<file path="config.mk">
export PLATFORM = sky130hd
export DESIGN_NAME = lsu_top
export DESIGN_NICKNAME = d
export VERILOG_FILES = /design/src/source/lsu_pkg.sv /design/src/source/ex_mem_stage.sv /design/src/source/load_align.sv /design/src/source/lsu_agu.sv /design/src/source/lsu_top.sv
export VERILOG_INCLUDE_DIRS = /design/src /design/src/source
export SDC_FILE = /design/constraint.sdc
export NUM_CORES = 1
export LEC_CHECK = 0
export BUFFER_PORTS_ARGS = -buffer_cell sky130_fd_sc_hd__buf_4
export CAP_MARGIN = 10
export CORE_MARGIN = 4
export CORE_UTILIZATION = 28
export CTS_BUF_LIST = sky130_fd_sc_hd__clkbuf_4 sky130_fd_sc_hd__clkbuf_8 sky130_fd_sc_hd__clkbuf_16
export DETAILED_ROUTE_END_ITERATION = 16
export PLACE_DENSITY = 0.52
export SLEW_MARGIN = 40
export SYNTH_ARGS = -nofsm -noshare
export SYNTH_HDL_FRONTEND = slang
export SYNTH_SLANG_ARGS = --single-unit
</file>
<file path="constraint.sdc">
create_clock -name clk -period 2.4 [get_ports clk]
set_input_delay 0.6 -clock clk [delete_from_list [all_inputs] [get_ports clk]]
set_output_delay 0.6 -clock clk [all_outputs]
set_load 0.02 [all_outputs]
</file>
<file path="src/source/lsu_defs.svh">
`ifndef LSU_DEFS_SVH
`define LSU_DEFS_SVH

// data and address width
`define LSU_XLEN 32

// register index width
`define LSU_REG_W 5

// mcause codes for misaligned accesses
`define LSU_CAUSE_LOAD_MISALIGN  5'd4
`define LSU_CAUSE_STORE_MISALIGN 5'd6

`endif

</file>
<file path="src/source/lsu_pkg.sv">
`include "lsu_defs.svh"

package lsu_pkg;

  // funct3 encoding, stores reuse the lb/lh/lw codes
  typedef enum logic [2:0] {
    OP_LB  = 3'b000,
    OP_LH  = 3'b001,
    OP_LW  = 3'b010,
    OP_LBU = 3'b100,
    OP_LHU = 3'b101
  } mem_op_e;

  // one address word seen flat or as word index plus byte offset
  typedef union packed {
    logic [`LSU_XLEN-1:0] byte_addr;
    struct packed {
      logic [`LSU_XLEN-3:0] idx;
      logic [1:0]           offset;
    } word;
  } lsu_addr_u;

  typedef struct packed {
    logic                  valid;
    logic                  store;
    mem_op_e               op;
    logic [`LSU_XLEN-1:0]  base;
    logic [`LSU_XLEN-1:0]  offset;
    logic [`LSU_XLEN-1:0]  wdata;
    logic [`LSU_REG_W-1:0] rd;
  } mem_req_t;

  typedef struct packed {
    logic                   valid;
    logic                   store;
    mem_op_e                op;
    lsu_addr_u              addr;
    logic [`LSU_XLEN/8-1:0] ben;
    logic [`LSU_XLEN-1:0]   data;
    logic [`LSU_REG_W-1:0]  rd;
    logic                   wb_en;
    logic                   misaligned;
  } mem_cmd_t;

  // load in flight across the sram read
  typedef struct packed {
    logic                  valid;
    mem_op_e               op;
    logic [1:0]            offset;
    logic [`LSU_REG_W-1:0] rd;
  } load_tag_t;

  typedef struct packed {
    logic                 valid;
    logic [4:0]           cause;
    logic [`LSU_XLEN-1:0] tval;
  } exc_t;

  typedef struct packed {
    logic                  valid;
    logic [`LSU_REG_W-1:0] rd;
    logic [`LSU_XLEN-1:0]  data;
  } wb_t;

endpackage

</file>
<file path="src/source/ex_mem_stage.sv">
`include "lsu_defs.svh"

module ex_mem_stage (
  input  logic                clk,
  input  logic                rst_n,
  input  lsu_pkg::mem_cmd_t   cmd,
  output logic [31:0]         dsram_addr,
  output logic                dsram_cs,
  output logic                dsram_we,
  output logic [3:0]          dsram_ben,
  output logic [31:0]         dsram_wdata,
  output lsu_pkg::exc_t       exc,
  output lsu_pkg::load_tag_t  tag
);

  import lsu_pkg::*;

  logic     vld_q;
  mem_cmd_t cmd_q;
  logic     access;
  logic     trap;

  always_ff @(posedge clk or negedge rst_n) begin
    if (!rst_n) begin
      vld_q <= 1'b0;
    end else begin
      vld_q <= cmd.valid;
    end
  end

  always_ff @(posedge clk) begin
    cmd_q <= cmd;
  end

  assign trap   = vld_q & cmd_q.misaligned;
  assign access = vld_q & ~cmd_q.misaligned;

  // sram port driven with the word aligned address
  assign dsram_addr  = {cmd_q.addr.word.idx, 2'b00};
  assign dsram_cs    = access;
  assign dsram_we    = access & cmd_q.store;
  assign dsram_ben   = access ? cmd_q.ben : 4'b0000;
  assign dsram_wdata = cmd_q.data;

  // misaligned access reported instead of touching the sram
  assign exc = '{
    valid: trap,
    cause: cmd_q.store ? `LSU_CAUSE_STORE_MISALIGN : `LSU_CAUSE_LOAD_MISALIGN,
    tval:  cmd_q.addr.byte_addr
  };

  // wb_en already excludes misaligned and x0 loads
  assign tag = '{
    valid:  vld_q & cmd_q.wb_en,
    op:     cmd_q.op,
    offset: cmd_q.addr.word.offset,
    rd:     cmd_q.rd
  };

  // the sram only sees accesses aligned to their width and never a trap
  a_cs_aligned: assert property (
    @(posedge clk) disable iff (!rst_n)
    dsram_cs |-> !(exc.valid ||
                   (cmd_q.op[0] && cmd_q.addr.word.offset[0]) ||
                   (cmd_q.op[1] && cmd_q.addr.word.offset != 2'b00))
  );

  // store with empty lanes would be a lost write
  a_we_has_ben: assert property (
    @(posedge clk) disable iff (!rst_n)
    dsram_we |-> (dsram_ben != 4'b0000)
  );

endmodule

</file>
<file path="src/source/load_align.sv">
`include "lsu_defs.svh"

module load_align (
  input  logic               clk,
  input  logic               rst_n,
  input  lsu_pkg::load_tag_t tag,
  input  logic [31:0]        dsram_rdata,
  output lsu_pkg::wb_t       wb
);

  import lsu_pkg::*;

  logic                  tag_vld_q;
  load_tag_t             tag_q;
  logic [`LSU_XLEN-1:0]  lane;
  logic [`LSU_XLEN-1:0]  ld_data;
  logic                  wb_vld_q;
  logic [`LSU_REG_W-1:0] wb_rd_q;
  logic [`LSU_XLEN-1:0]  wb_data_q;

  // tag waits here while the sram read is outstanding
  always_ff @(posedge clk or negedge rst_n) begin
    if (!rst_n) begin
      tag_vld_q <= 1'b0;
    end else begin
      tag_vld_q <= tag.valid;
    end
  end

  always_ff @(posedge clk) begin
    tag_q <= tag;
  end

  // addressed byte or halfword down to bit 0
  assign lane = dsram_rdata >> {tag_q.offset, 3'b000};

  always_comb begin
    case (tag_q.op)
      OP_LB:   ld_data = {{24{lane[7]}}, lane[7:0]};
      OP_LH:   ld_data = {{16{lane[15]}}, lane[15:0]};
      OP_LBU:  ld_data = {24'd0, lane[7:0]};
      OP_LHU:  ld_data = {16'd0, lane[15:0]};
      default: ld_data = dsram_rdata;
    endcase
  end

  always_ff @(posedge clk or negedge rst_n) begin
    if (!rst_n) begin
      wb_vld_q <= 1'b0;
    end else begin
      wb_vld_q <= tag_vld_q;
    end
  end

  always_ff @(posedge clk) begin
    wb_rd_q   <= tag_q.rd;
    wb_data_q <= ld_data;
  end

  assign wb = '{
    valid: wb_vld_q,
    rd:    wb_rd_q,
    data:  wb_data_q
  };

  // x0 filtering happens back in address generation
  a_wb_not_x0: assert property (
    @(posedge clk) disable iff (!rst_n)
    wb.valid |-> (wb.rd != '0)
  );

endmodule

</file>
<file path="src/source/lsu_agu.sv">
`include "lsu_defs.svh"

module lsu_agu (
  input  lsu_pkg::mem_req_t req,
  output lsu_pkg::mem_cmd_t cmd
);

  import lsu_pkg::*;

  lsu_addr_u              addr;
  logic                   misaligned;
  logic [`LSU_XLEN/8-1:0] ben_base;
  logic [`LSU_XLEN/8-1:0] ben;
  logic [`LSU_XLEN-1:0]   lane_data;
  logic                   wb_en;

  // effective address
  assign addr.byte_addr = req.base + req.offset;

  // access width from funct3 low bits
  always_comb begin
    case (req.op[1:0])
      2'b00: begin
        misaligned = 1'b0;
        ben_base   = 4'b0001;
      end
      2'b01: begin
        misaligned = addr.word.offset[0];
        ben_base   = 4'b0011;
      end
      default: begin
        misaligned = |addr.word.offset;
        ben_base   = 4'b1111;
      end
    endcase
  end

  // move enables and store data into their byte lanes
  assign ben       = ben_base << addr.word.offset;
  assign lane_data = req.wdata << {addr.word.offset, 3'b000};

  // no writeback for stores, traps or x0
  assign wb_en = req.valid & ~req.store & ~misaligned & (req.rd != '0);

  assign cmd = '{
    valid:      req.valid,
    store:      req.store,
    op:         req.op,
    addr:       addr,
    ben:        ben,
    data:       lane_data,
    rd:         req.rd,
    wb_en:      wb_en,
    misaligned: req.valid & misaligned
  };

endmodule

</file>
<file path="src/source/lsu_top.sv">
module lsu_top (
  input  logic              clk,
  input  logic              rst_n,
  input  lsu_pkg::mem_req_t req,
  input  logic [31:0]       dsram_rdata,
  output logic [31:0]       dsram_addr,
  output logic              dsram_cs,
  output logic              dsram_we,
  output logic [3:0]        dsram_ben,
  output logic [31:0]       dsram_wdata,
  output lsu_pkg::exc_t     exc,
  output lsu_pkg::wb_t      wb
);

  import lsu_pkg::*;

  mem_cmd_t  cmd;
  load_tag_t tag;

  // address, alignment and lanes
  lsu_agu lsu_agu_u (
    .req (req),
    .cmd (cmd)
  );

  // ex/mem register and sram request
  ex_mem_stage ex_mem_stage_u (
    .clk         (clk),
    .rst_n       (rst_n),
    .cmd         (cmd),
    .dsram_addr  (dsram_addr),
    .dsram_cs    (dsram_cs),
    .dsram_we    (dsram_we),
    .dsram_ben   (dsram_ben),
    .dsram_wdata (dsram_wdata),
    .exc         (exc),
    .tag         (tag)
  );

  // read data extraction and writeback
  load_align load_align_u (
    .clk         (clk),
    .rst_n       (rst_n),
    .tag         (tag),
    .dsram_rdata (dsram_rdata),
    .wb          (wb)
  );

endmodule

</file>
# After elaboration in Yosys (flattened, before gate mapping)
# Cells that the tools add are included.
# totals
ram_bits	0
rom_bits	0
elab_cells	44
register_bits	129
latch_bits	0
mem_count	0
# op_classes
reduce_logical	4
n_mux	5
order_cmp	0
eq_ne	4
div	0
n_addsub	1
shifts	3
multipliers	0
bitwise	11
# ops
cell	count
case mux 32 bit (4 select lines)	1
adder 32 bit	1
<< shifter 32 x 5 -> 32 bit	1
>> shifter 32 x 5 -> 16 bit	1
AND 1 bit	8
case mux 4 bit (2 select lines)	1
== test 3 bit (second input constant)	2
nonzero test 5 bit	1
two-way mux 4 bit	1
<< shifter 4 x 2 -> 4 bit	1
== test 3 x 1 -> 1 bit (second input constant)	1
zero test 3 bit	1
inverter 1 bit	3
== test 2 x 1 -> 1 bit (second input constant)	1
zero test 2 bit	1
two-way mux 2 bit	1
case mux 1 bit (2 select lines)	1
OR reduction 2 bit	1

# Depth between registers and ports, before layout
# Gate-level depths: netlist of run 1.
# logic_depth
word_depth	6
ltp_mapped	9

# By module
# Synthesis of run 1 repeated with hierarchy kept, for this count alone.
# hier_totals
cells_unflattened	695
hier_area_um2	6517.5
# modules_own_cells
module	cells_per_inst	area_each_um2	seq_area_each_um2	n_inst
ex_mem_stage	202	2517.4	1606.5	1
lsu_agu	337	2309.7	0.0	1
load_align	156	1690.4	991.0	1

# Worst setup path before layout of run 1
# Ideal clock, no wire load.
# synth_timing
path_kind	input to register
start	input req[37] in the netlist's numbering
end	register ex_mem_stage_u.cmd_q, in the netlist ex_mem_stage_u.dsram_addr[24]
t_required_ns	2.328
arrival_ns	2.685
path_buffers	0
setup_ns	0.072
setup_slack_ns	-0.357
cell_stages	9
cell_sequence	ha_1 > fa_1 > a211oi_2 > nor3_1 > a2111oi_4 > o21bai_2 > a221o_1 > a21oi_2 > xnor2_1
# synth_rtl
element	line_no	source
from (decl)	lsu_top.sv:4	input lsu_pkg::mem_req_t req,
to (signal assigned)	ex_mem_stage.sv:32	cmd_q <= cmd;
to (decl)	ex_mem_stage.sv:19	mem_cmd_t cmd_q;

==> results of run 1 <==
[registers in the layout, indices dropped and copies added (netlist names)]
register                    flops
load_align_u.tag_vld_q          1
ex_mem_stage_u.cmd_q            7
ex_mem_stage_u.vld_q            1
ex_mem_stage_u.tag              8
ex_mem_stage_u.dsram_addr      30
ex_mem_stage_u.dsram_wdata     32
load_align_u.wb_data_q         32
load_align_u.tag_q             10
load_align_u.wb_rd_q            5
ex_mem_stage_u.exc              2
load_align_u.wb_vld_q           1
[timing repair]
action	in CTS	in global routing
hold endpoints to repair	3	0
hold buffers	1	0
setup buffers	0	4
pin swaps	0	16
resized for setup	2	10
setup endpoints to repair	2	10
[per-stage QoR]
step / TNS (ns) / setup slack (ns) / total power, mW
detailed placement: -5.82 / -0.456 / 5.03
global route: -0.279 / -0.138 / 8.05
floorplan: -0.383 / -0.134 / 4.25
CTS: -0.00765 / -0.00765 / 7.75
finish: -0.0292 / -0.0292 / 7.66
global placement: -5.63 / -0.437 / 5.03
[cells in the final DEF (no fill, tap or decap), types with 9 or more instances in the layout]
cell type / count
nand2_1: 72
clkbuf_16: 18
dfxtp_1: 126
inv_1: 11
a21oi_1: 49
xor2_1: 10
o21ai_0: 33
mux2i_1: 26
a211oi_1: 16
nor2_1: 56
a221o_1: 9
and2_1: 16
xnor2_1: 19
buf_4: 352
ha_1: 30
nor2b_1: 17
[area by class of cell]
| cell class | instances | area [um2] | area share |
|---|---|---|---|
| clock inverter | 14 | 159 | 0.0171 |
| sequential | 129 | 2600 | 0.280 |
| tap | 285 | 357 | 0.0384 |
| inverter | 11 | 41.3 | 0.00445 |
| timing repair buffer | 356 | 2700 | 0.291 |
| multi-input combinational | 446 | 2980 | 0.321 |
| clock buffer | 18 | 450 | 0.0485 |
[logic make-up (layout without fill, tap and decap cells)]
family | count (synthesis) | count (layout) | share of synthesized area
muxes | 27 | 27 | 0.0423
other | 2 | 6 | 0.00117
buffers and inverters | 145 | 399 | 0.146
adders and majority gates | 32 | 32 | 0.0636
xor gates and xnor gates | 29 | 29 | 0.0396
AOI/OAI and AO/OA | 160 | 160 | 0.164
DFF | 129 | 129 | 0.405
and+or+nand+nor | 192 | 192 | 0.138
[where the power goes]
| group | switching [mW] | leakage [nW] | internal [mW] | total (mW) |
|---|---|---|---|---|
| combinational | 1.28 | 3.05 | 1.12 | 2.40 |
| sequential | 0.150 | 1.10 | 2.44 | 2.59 |
| clock | 1.12 | 0.300 | 1.55 | 2.66 |
| total | 2.54 | 4.45 | 5.11 | 7.66 |
[worst register-to-register path: stages (launching register included)]
cell	delay (ns)
dfxtp_1	0.40
mux2_2	0.37
a21oi_1	0.32
nor2_1	0.07
o21ai_1	0.13
buf_4	0.22
nand2_1	0.08
[per-layer routing]
layer  wire [um]  share of wire
met1        8460           0.45
met2        9030           0.48
met3        1140          0.060
met4         168         0.0089
met5           0              0
[path summary, 6_finish.rpt]
kind | from | end | slack, ns | cells after the start
worst max-delay path | req[69] | ex_mem_stage_u.dsram_addr[24]$_DFF_P_ | -0.03 | 10
worst min-delay path | req[103] | ex_mem_stage_u.tag[9]$_DFF_P_ | 0.30 | 1
max in group asynchronous | rst_n | ex_mem_stage_u.vld_q$_DFF_PN0_ | 1.78 | 2
worst min register to register | ex_mem_stage_u.tag[0]$_DFF_P_ | load_align_u.tag_q[0]$_DFF_P_ | 0.33 | 0
worst max register to register | load_align_u.tag_q[6]$_DFF_P_ | load_align_u.wb_data_q[19]$_DFF_P_ | 0.71 | 6
min in group asynchronous | rst_n | load_align_u.wb_vld_q$_DFF_PN0_ | 0.53 | 2
==> flow_metrics.env, run 1 <==
export IMPL_place_port_buffers=279
export IMPL_cts_clk_slew_worst_paths_ns=0.07
export IMPL_crit_path_top_delay_cell="fa_2"
export IMPL_grt_util_met1=0.182
export IMPL_grt_pass1_vias=5546
export IMPL_antenna_cells=0
export IMPL_synth_seq_area_share=0.405
export IMPL_cts_sinks=129
export IMPL_grt_busiest_layer="met2"
export IMPL_synth_cell_type_count=55
export IMPL_die_h_um=159
export IMPL_yosysTopAreaCellShare=0.393
export IMPL_cp_max_fo=3
export IMPL_nFillCells=2298
export IMPL_placed_area_um2=8560
export IMPL_final_nets=1133
export IMPL_dieArea_um2=25400
export IMPL_dp_cells=1222
export IMPL_p_leak_nw=4.45
export IMPL_synth_most_common_cell="dfxtp_1"
export IMPL_ys_seq_elements=129
export IMPL_rsz0062_at_grt="yes"
export IMPL_cts_max_level=4
export IMPL_max_cap_viol_count=0
export IMPL_synth_cells=716
export IMPL_fin_ws_ns=-0.0292
export IMPL_period_needed_ns=2.43
export IMPL_vias=5488
export IMPL_use_met2=0.241
export IMPL_cts_tree="built"
export IMPL_clock_latency_ns=0.41
export IMPL_worst_pin_slew_ns=0.731
export IMPL_status="finished with violations"
export IMPL_final_layout_size_suffix_gt1_frac=0.417
export IMPL_hold_violations=0
export IMPL_numCtsBuffers=17
export IMPL_clockBufferDepth=2
export IMPL_start_kind="input pin"
export IMPL_critPathKind="input pin to flip-flop"
export IMPL_synth_edf_count=0
export IMPL_final_cell_area_um2=9280
export IMPL_gp_congestion=0.818
export IMPL_viasPerCell=4.36
export IMPL_setup_violations=1
export IMPL_final_cell_count_no_fill=1259
export IMPL_wl_per_cell_um=14.9
export IMPL_critPathTopFamily="compound AO/OA/AOI/OAI gates"
export IMPL_area_growth_synth_to_final_pct=44.7
export IMPL_ys_flop_type="dfxtp_1"
export IMPL_die_width_um=159
export IMPL_fin_crit_sh=1.01
export IMPL_route_detailed_drc=0
export IMPL_overflow=0
export IMPL_final_max_slew_violation_count=0
export IMPL_rows=55
export IMPL_synth_common_cells="dfxtp_1, buf_4, nand2_1"
export IMPL_syn_area_per_cell_um2=8.96
export IMPL_dp_hpwl_um=15300
export IMPL_ir_drop_uv=337
export IMPL_worstHoldPathType="input pin to flip-flop"
export IMPL_antenna_found_initial=0
export IMPL_worst_hold_slack_ns=0.298
export IMPL_worstPathRequired_ns=2.75
export IMPL_grtUsageTotal=0.143
export IMPL_grt_max_degree=42
export IMPL_drt_initial_drc_count=222
export IMPL_fin_util=0.411
export IMPL_syn_area_um2=6410
export IMPL_path_cells="buf_8, ha_4, fa_2, a211oi_4, nor3_2, a2111oi_4, o21bai_2, a221o_1, a21oi_2, xnor2_1"
export IMPL_grt_pass1_wl_um=29300
export IMPL_fin_worst_skew_ns=0.0115
export IMPL_start_util=0.284
export IMPL_routed_wl_um=18800
export IMPL_violations="negative setup slack"
export IMPL_drtPass1Iterations=4
export IMPL_fmax_mhz=412
export IMPL_use_met3=0.0414
export IMPL_yosysTopAreaCell="dfxtp_1"
export IMPL_endpoint_kind="flip-flop"
export IMPL_p_per_area_nw_per_um2=825
export IMPL_crit_buf_inv=1
export IMPL_arrival_ns=2.77
export IMPL_yosys_top_cells_area="dfxtp_1, buf_4, ha_1"
export IMPL_cpPeakStageDelay_ns=0.40
export IMPL_num_io_pins=286
export IMPL_max_slew_margin=0.511
export IMPL_core_um2=22600
export IMPL_ys_warnings_count=0
export IMPL_postSynth_asyncResetShare=0.0233
export IMPL_clockRootBuffer="clkbuf_16"
export IMPL_drtAntennaViolNets=0
Note: power is estimated with default switching activity, not from simulation.
==> run 2, diff against run 1 <==
SYNTH_HIERARCHICAL = 1   (was default)
==> flow_metrics.env, run 2 <==
export IMPL_synth_cells=695
export IMPL_seqCellArea_um2=2600
export IMPL_drt_initial_drc_count=122
export IMPL_gp_congestion=0.828
export IMPL_cpPeakStageDelay_ns=0.34
export IMPL_p_leak_nw=4.37
export IMPL_fin_tns_setup_ns=0
export IMPL_ys_flop_type="dfxtp_1"
export IMPL_max_slew_margin=0.599
export IMPL_path_cells="buf_6, ha_4, inv_2, fa_2, nand2b_4, a211oi_4, o31ai_2, a211oi_1, nor2_1, o31a_1, buf_4, xnor2_1"
export IMPL_cts_max_level=4
export IMPL_wl_per_cell_um=15.1
export IMPL_die_width_um=161
export IMPL_postSynth_asyncResetShare=0.0233
export IMPL_worst_hold_slack_ns=0.295
export IMPL_grt_pass1_wl_um=28200
export IMPL_ys_seq_elements=129
export IMPL_multi_input_area_um2=2920
export IMPL_endpoint_kind="flip-flop"
export IMPL_status="completed"
export IMPL_antenna_found_initial=0
export IMPL_r2r_start="load_align_u/tag_q[5]$_DFF_P_"
export IMPL_num_io_pins=286
export IMPL_reg2reg_setup_slack_ns=0.53
export IMPL_vias=5409
export IMPL_setup_violations=0
export IMPL_ys_warnings_count=6
export IMPL_worstPathRequired_ns=2.70
export IMPL_synth_edf_count=0
export IMPL_start_util=0.286
export IMPL_fin_worst_skew_ns=0.00506
export IMPL_numCtsBuffers=17
export IMPL_core_um2=22800
export IMPL_dp_hpwl_um=15000
export IMPL_grt_pass1_vias=5441
export IMPL_fmax_mhz=432
export IMPL_clockRootBuffer="clkbuf_16"
export IMPL_start_kind="input pin"
export IMPL_crit_path_top_delay_cell="o31a_1"
export IMPL_hp_start="req[103]"
export IMPL_die_h_um=161
export IMPL_clock_latency_ns=0.41
export IMPL_dp_slack_ns=-0.405
export IMPL_synth_seq_area_share=0.399
export IMPL_yosysTopAreaCell="dfxtp_1"
export IMPL_startpoint="req[69]"
export IMPL_synth_cell_type_count=63
export IMPL_ir_drop_uv=353
export IMPL_layout_commonest_cell="buf_4"
export IMPL_route_detailed_drc=0
export IMPL_max_cap_viol_count=0
export IMPL_antenna_cells=0
export IMPL_drtPass1Iterations=7
export IMPL_final_nets=1086
export IMPL_dieArea_um2=25800
export IMPL_cts_sinks=129
export IMPL_cts_clk_slew_worst_paths_ns=0.06
export IMPL_drtAntennaViolNets=0
export IMPL_viasPerCell=4.36
export IMPL_place_port_buffers=279
export IMPL_cp_max_fo=3
export IMPL_synth_most_common_cell="dfxtp_1"
export IMPL_nFillCells=2297
export IMPL_hold_violations=0
export IMPL_cts_tree="built"
export IMPL_synth_common_cells="dfxtp_1, buf_4, nand2_1"
export IMPL_worst_pin_slew_ns=0.599
export IMPL_period_needed_ns=2.31
export IMPL_overflow=0
export IMPL_fin_ws_ns=0.0853
export IMPL_clockBufferDepth=2
export IMPL_routed_wl_um=18700
export IMPL_arrival_ns=2.61
export IMPL_grtUsageTotal=0.137
export IMPL_final_layout_size_suffix_gt1_frac=0.436
export IMPL_syn_area_um2=6520
export IMPL_worstHoldPathType="input pin to flip-flop"
export IMPL_final_max_slew_violation_count=0
export IMPL_p_per_area_nw_per_um2=839
export IMPL_fin_crit_sh=0.964
export IMPL_area_growth_synth_to_final_pct=41.2
export IMPL_grt_max_degree=32
export IMPL_syn_area_per_cell_um2=9.38
export IMPL_most_common_layout_cells="buf_4, dfxtp_1, nand2_1, o21ai_0, a21oi_1"
export IMPL_yosysTopAreaCellShare=0.387
export IMPL_critPathKind="input pin to flip-flop"
export IMPL_rows=55
export IMPL_yosys_top_cells_area="dfxtp_1, buf_4, ha_1"
[run 2: changes by cell type in the layout (fill, tap and decap cells not counted), moves of 8 or more]
| cell | delta |
|---|---|
| nor2_1 | -27 |
| o21ai_0 | +8 |
| a221o_1 | -8 |
| buf_4 | -11 |
| a21oi_1 | -17 |
| a21o_1 | +10 |
| nand2_1 | -22 |
[run 2: power by group]
| part | switching, mW | total [mW] | internal (mW) |
|---|---|---|---|
| logic | 1.25 | 2.36 | 1.10 |
| clock network | 0.975 | 2.77 | 1.80 |
| registers | 0.153 | 2.60 | 2.44 |
| total | 2.38 | 7.72 | 5.34 |
[run 2: worst max-delay path: cells and delay by family]
kind                       cells  cell delay (ns)
buffers and inverters          3             0.26
adders and majority gates      2             0.45
AOI/OAI and AO/OA              4             0.90
and+or+nand+nor                2             0.29
xor gates and xnor gates       1             0.11
[run 2: per-stage QoR]
stage	util	instance area [um2]	instances	power, mW
after floorplan	-	6580	699	4.28
after global placement	0.373	8500	1204	5.01
after detailed placement	0.373	8500	1204	5.01
after CTS	0.402	9150	1237	7.83
after global routing	0.404	9200	1240	8.10
final	0.404	9200	1240	7.72
[run 2: metal layers]
metal,track usage,up-vias,routed length (um)
met4,0.0461,0,301
met1,0.158,2480,7800
met2,0.249,181,9520
met3,0.0331,18,1060
li1,-,2730,-
met5,0,-,0
[run 2: path summary, 6_finish.rpt]
check,end,cells after the start
setup / recovery,ex_mem_stage_u/dsram_addr[22]$_DFF_P_,12
hold / removal,ex_mem_stage_u/tag[9]$_DFF_P_,1
setup reg to reg,load_align_u/wb_data_q[18]$_DFF_P_,3
hold reg to reg,load_align_u/tag_q[1]$_DFF_P_,0
max in group asynchronous,load_align_u/wb_vld_q$_DFF_PN0_,2
min in group asynchronous,load_align_u/tag_vld_q$_DFF_PN0_,2
[run 2: cell type report]
cell class / instances / area share
Multi-Input combinational cell: 409 / 0.317
Sequential cell: 129 / 0.282
Timing Repair Buffer: 345 / 0.284
Clock buffer: 20 / 0.0494
Clock inverter: 12 / 0.0196
Inverter: 12 / 0.00490
Tap cell: 313 / 0.0426
[run 2: what timing repair did]
action	in CTS	in global routing
buffers inserted	0	3
resized for setup	0	7
hold buffers	1	0
endpoints found under the setup margin	0	3
hold endpoints to repair	3	0
[run 2: cell families after synthesis]
group                    synth area share
other                             0.00115
XOR/XNOR                           0.0390
AND/OR/NAND/NOR                     0.109
AO/OA/AOI/OAI                       0.176
buffers and inverters               0.166
flip-flops                          0.399
adder cells (fa/ha/maj)            0.0626
multiplexers                       0.0478
==> run 3, diff against run 2 <==
PLACE_DENSITY = 0.58   (was 0.52)
==> flow_metrics.env, run 3 (synthesis gave the netlist of run 2 again) <==
export IMPL_status="completed"
export IMPL_period_needed_ns=2.34
export IMPL_clockBufferDepth=2
export IMPL_drtPass1Iterations=4
export IMPL_layout_commonest_cell="buf_4"
export IMPL_numCtsBuffers=17
export IMPL_grt_pass1_vias=5428
export IMPL_routed_wl_um=19100
export IMPL_overflow=0
export IMPL_cts_sinks=129
export IMPL_fin_worst_skew_ns=0.00685
export IMPL_gp_congestion=0.872
export IMPL_place_port_buffers=279
export IMPL_antenna_found_initial=0
export IMPL_p_leak_nw=4.33
export IMPL_num_io_pins=286
export IMPL_most_common_layout_cells="buf_4, dfxtp_1, nand2_1, o21ai_0, a21oi_1"
export IMPL_crit_buf_inv=3
export IMPL_start_kind="input pin"
export IMPL_grtUsageTotal=0.143
export IMPL_critPathTopFamily="compound AO/OA/AOI/OAI gates"
export IMPL_clockRootBuffer="clkbuf_16"
export IMPL_grt_max_degree=30
export IMPL_start_util=0.286
export IMPL_die_h_um=161
export IMPL_critPathKind="input pin to flip-flop"
export IMPL_final_max_slew_violation_count=0
export IMPL_drt_initial_drc_count=176
export IMPL_dp_hpwl_um=15400
export IMPL_cpPeakStageDelay_ns=0.35
export IMPL_reg2reg_setup_slack_ns=0.59
export IMPL_path_cells="buf_4, ha_4, inv_2, fa_2, nand2b_4, a211oi_4, o31ai_2, a211oi_2, nor2_2, o31a_1, buf_4, xnor2_1"
export IMPL_met2_length_um=9620
export IMPL_setup_violations=0
export IMPL_worstPathRequired_ns=2.70
export IMPL_dp_slack_ns=-0.496
export IMPL_final_nets=1080
export IMPL_cp_max_fo=3
export IMPL_hold_violations=0
export IMPL_antenna_cells=0
export IMPL_rows=55
export IMPL_p_total_mw=7.57
export IMPL_crit_path_top_delay_cell="fa_2"
export IMPL_rsz0062_at_grt="yes"
export IMPL_vias=5447
export IMPL_final_layout_size_suffix_gt1_frac=0.434
export IMPL_wl_per_cell_um=15.5
export IMPL_route_detailed_drc=0
export IMPL_wl_met1_um=7800
export IMPL_p_per_area_nw_per_um2=830
export IMPL_endpoint_kind="flip-flop"
export IMPL_cts_tree="built"
export IMPL_cts_clk_slew_worst_paths_ns=0.06
export IMPL_dieArea_um2=25800
export IMPL_arrival_ns=2.64
export IMPL_ir_drop_uv=385
export IMPL_fin_crit_sh=0.974
export IMPL_highest_layer="met4"
export IMPL_fmax_mhz=428
export IMPL_drtAntennaViolNets=0
export IMPL_viasPerCell=4.41
export IMPL_timing_critical_path_mode_cell="buf_4"
export IMPL_fin_ws_ns=0.0619
export IMPL_core_um2=22800
export IMPL_max_cap_viol_count=0
export IMPL_clock_latency_ns=0.41
export IMPL_grt_pass1_wl_um=29300
export IMPL_wl_met3_um=1340
export IMPL_die_width_um=161
export IMPL_area_growth_synth_to_final_pct=39.9
export IMPL_worstHoldPathType="input pin to flip-flop"
export IMPL_cts_max_level=4
run 3: path summary, 6_finish.rpt:
check                                               from                                     to  cells after the start
setup reg to reg           load_align_u/tag_q[6]$_DFF_P_     load_align_u/wb_data_q[11]$_DFF_P_                      4
min in group asynchronous                          rst_n         ex_mem_stage_u/vld_q$_DFF_PN0_                      2
hold reg to reg            load_align_u/tag_q[1]$_DFF_P_        load_align_u/wb_rd_q[1]$_DFF_P_                      0
hold / removal                                  req[103]          ex_mem_stage_u/tag[9]$_DFF_P_                      1
max in group asynchronous                          rst_n        load_align_u/wb_vld_q$_DFF_PN0_                      2
setup / recovery                                 req[37]  ex_mem_stage_u/dsram_addr[22]$_DFF_P_                     12
run 3: area by class of cell:
type	instances	area (um2)
Fill cell	2316	13700
Multi-Input combinational cell	409	2930
Sequential cell	129	2600
Timing Repair Buffer	339	2560
Clock buffer	17	425
Tap cell	313	392
Clock inverter	15	171
Inverter	12	45.0
run 3: timing repair:
item,4_1_cts,5_1_grt
gates resized for setup,0,7
endpoints found under the setup margin,2,3
pin swaps,3,2
buffers inserted,1,1
hold endpoints to repair,3,0
hold buffers,1,0
run 3: report_power, final:
part	switching, mW	internal, mW
sequential	0.155	2.44
clock	1.05	1.56
combinational	1.26	1.09
run 3: metal layers:
metal	vias to the layer above	GRT usage
met1	2496	0.167
met2	199	0.249
met4	0	0.0516
li1	2725	-
met5	-	0
met3	27	0.0400
run 3: stage by stage:
stage | hold WS [ns] | utilization | instance area [um2] | instances | setup TNS (ns)
after floorplan | 0.304 | - | 6580 | 699 | -0.302
after global placement | 0.311 | 0.372 | 8460 | 1199 | -4.21
after detailed placement | 0.312 | 0.372 | 8460 | 1199 | -4.45
after CTS | 0.271 | 0.399 | 9080 | 1233 | 0
after global routing | 0.273 | 0.400 | 9120 | 1234 | -0.102
final | 0.293 | 0.400 | 9120 | 1234 | 0
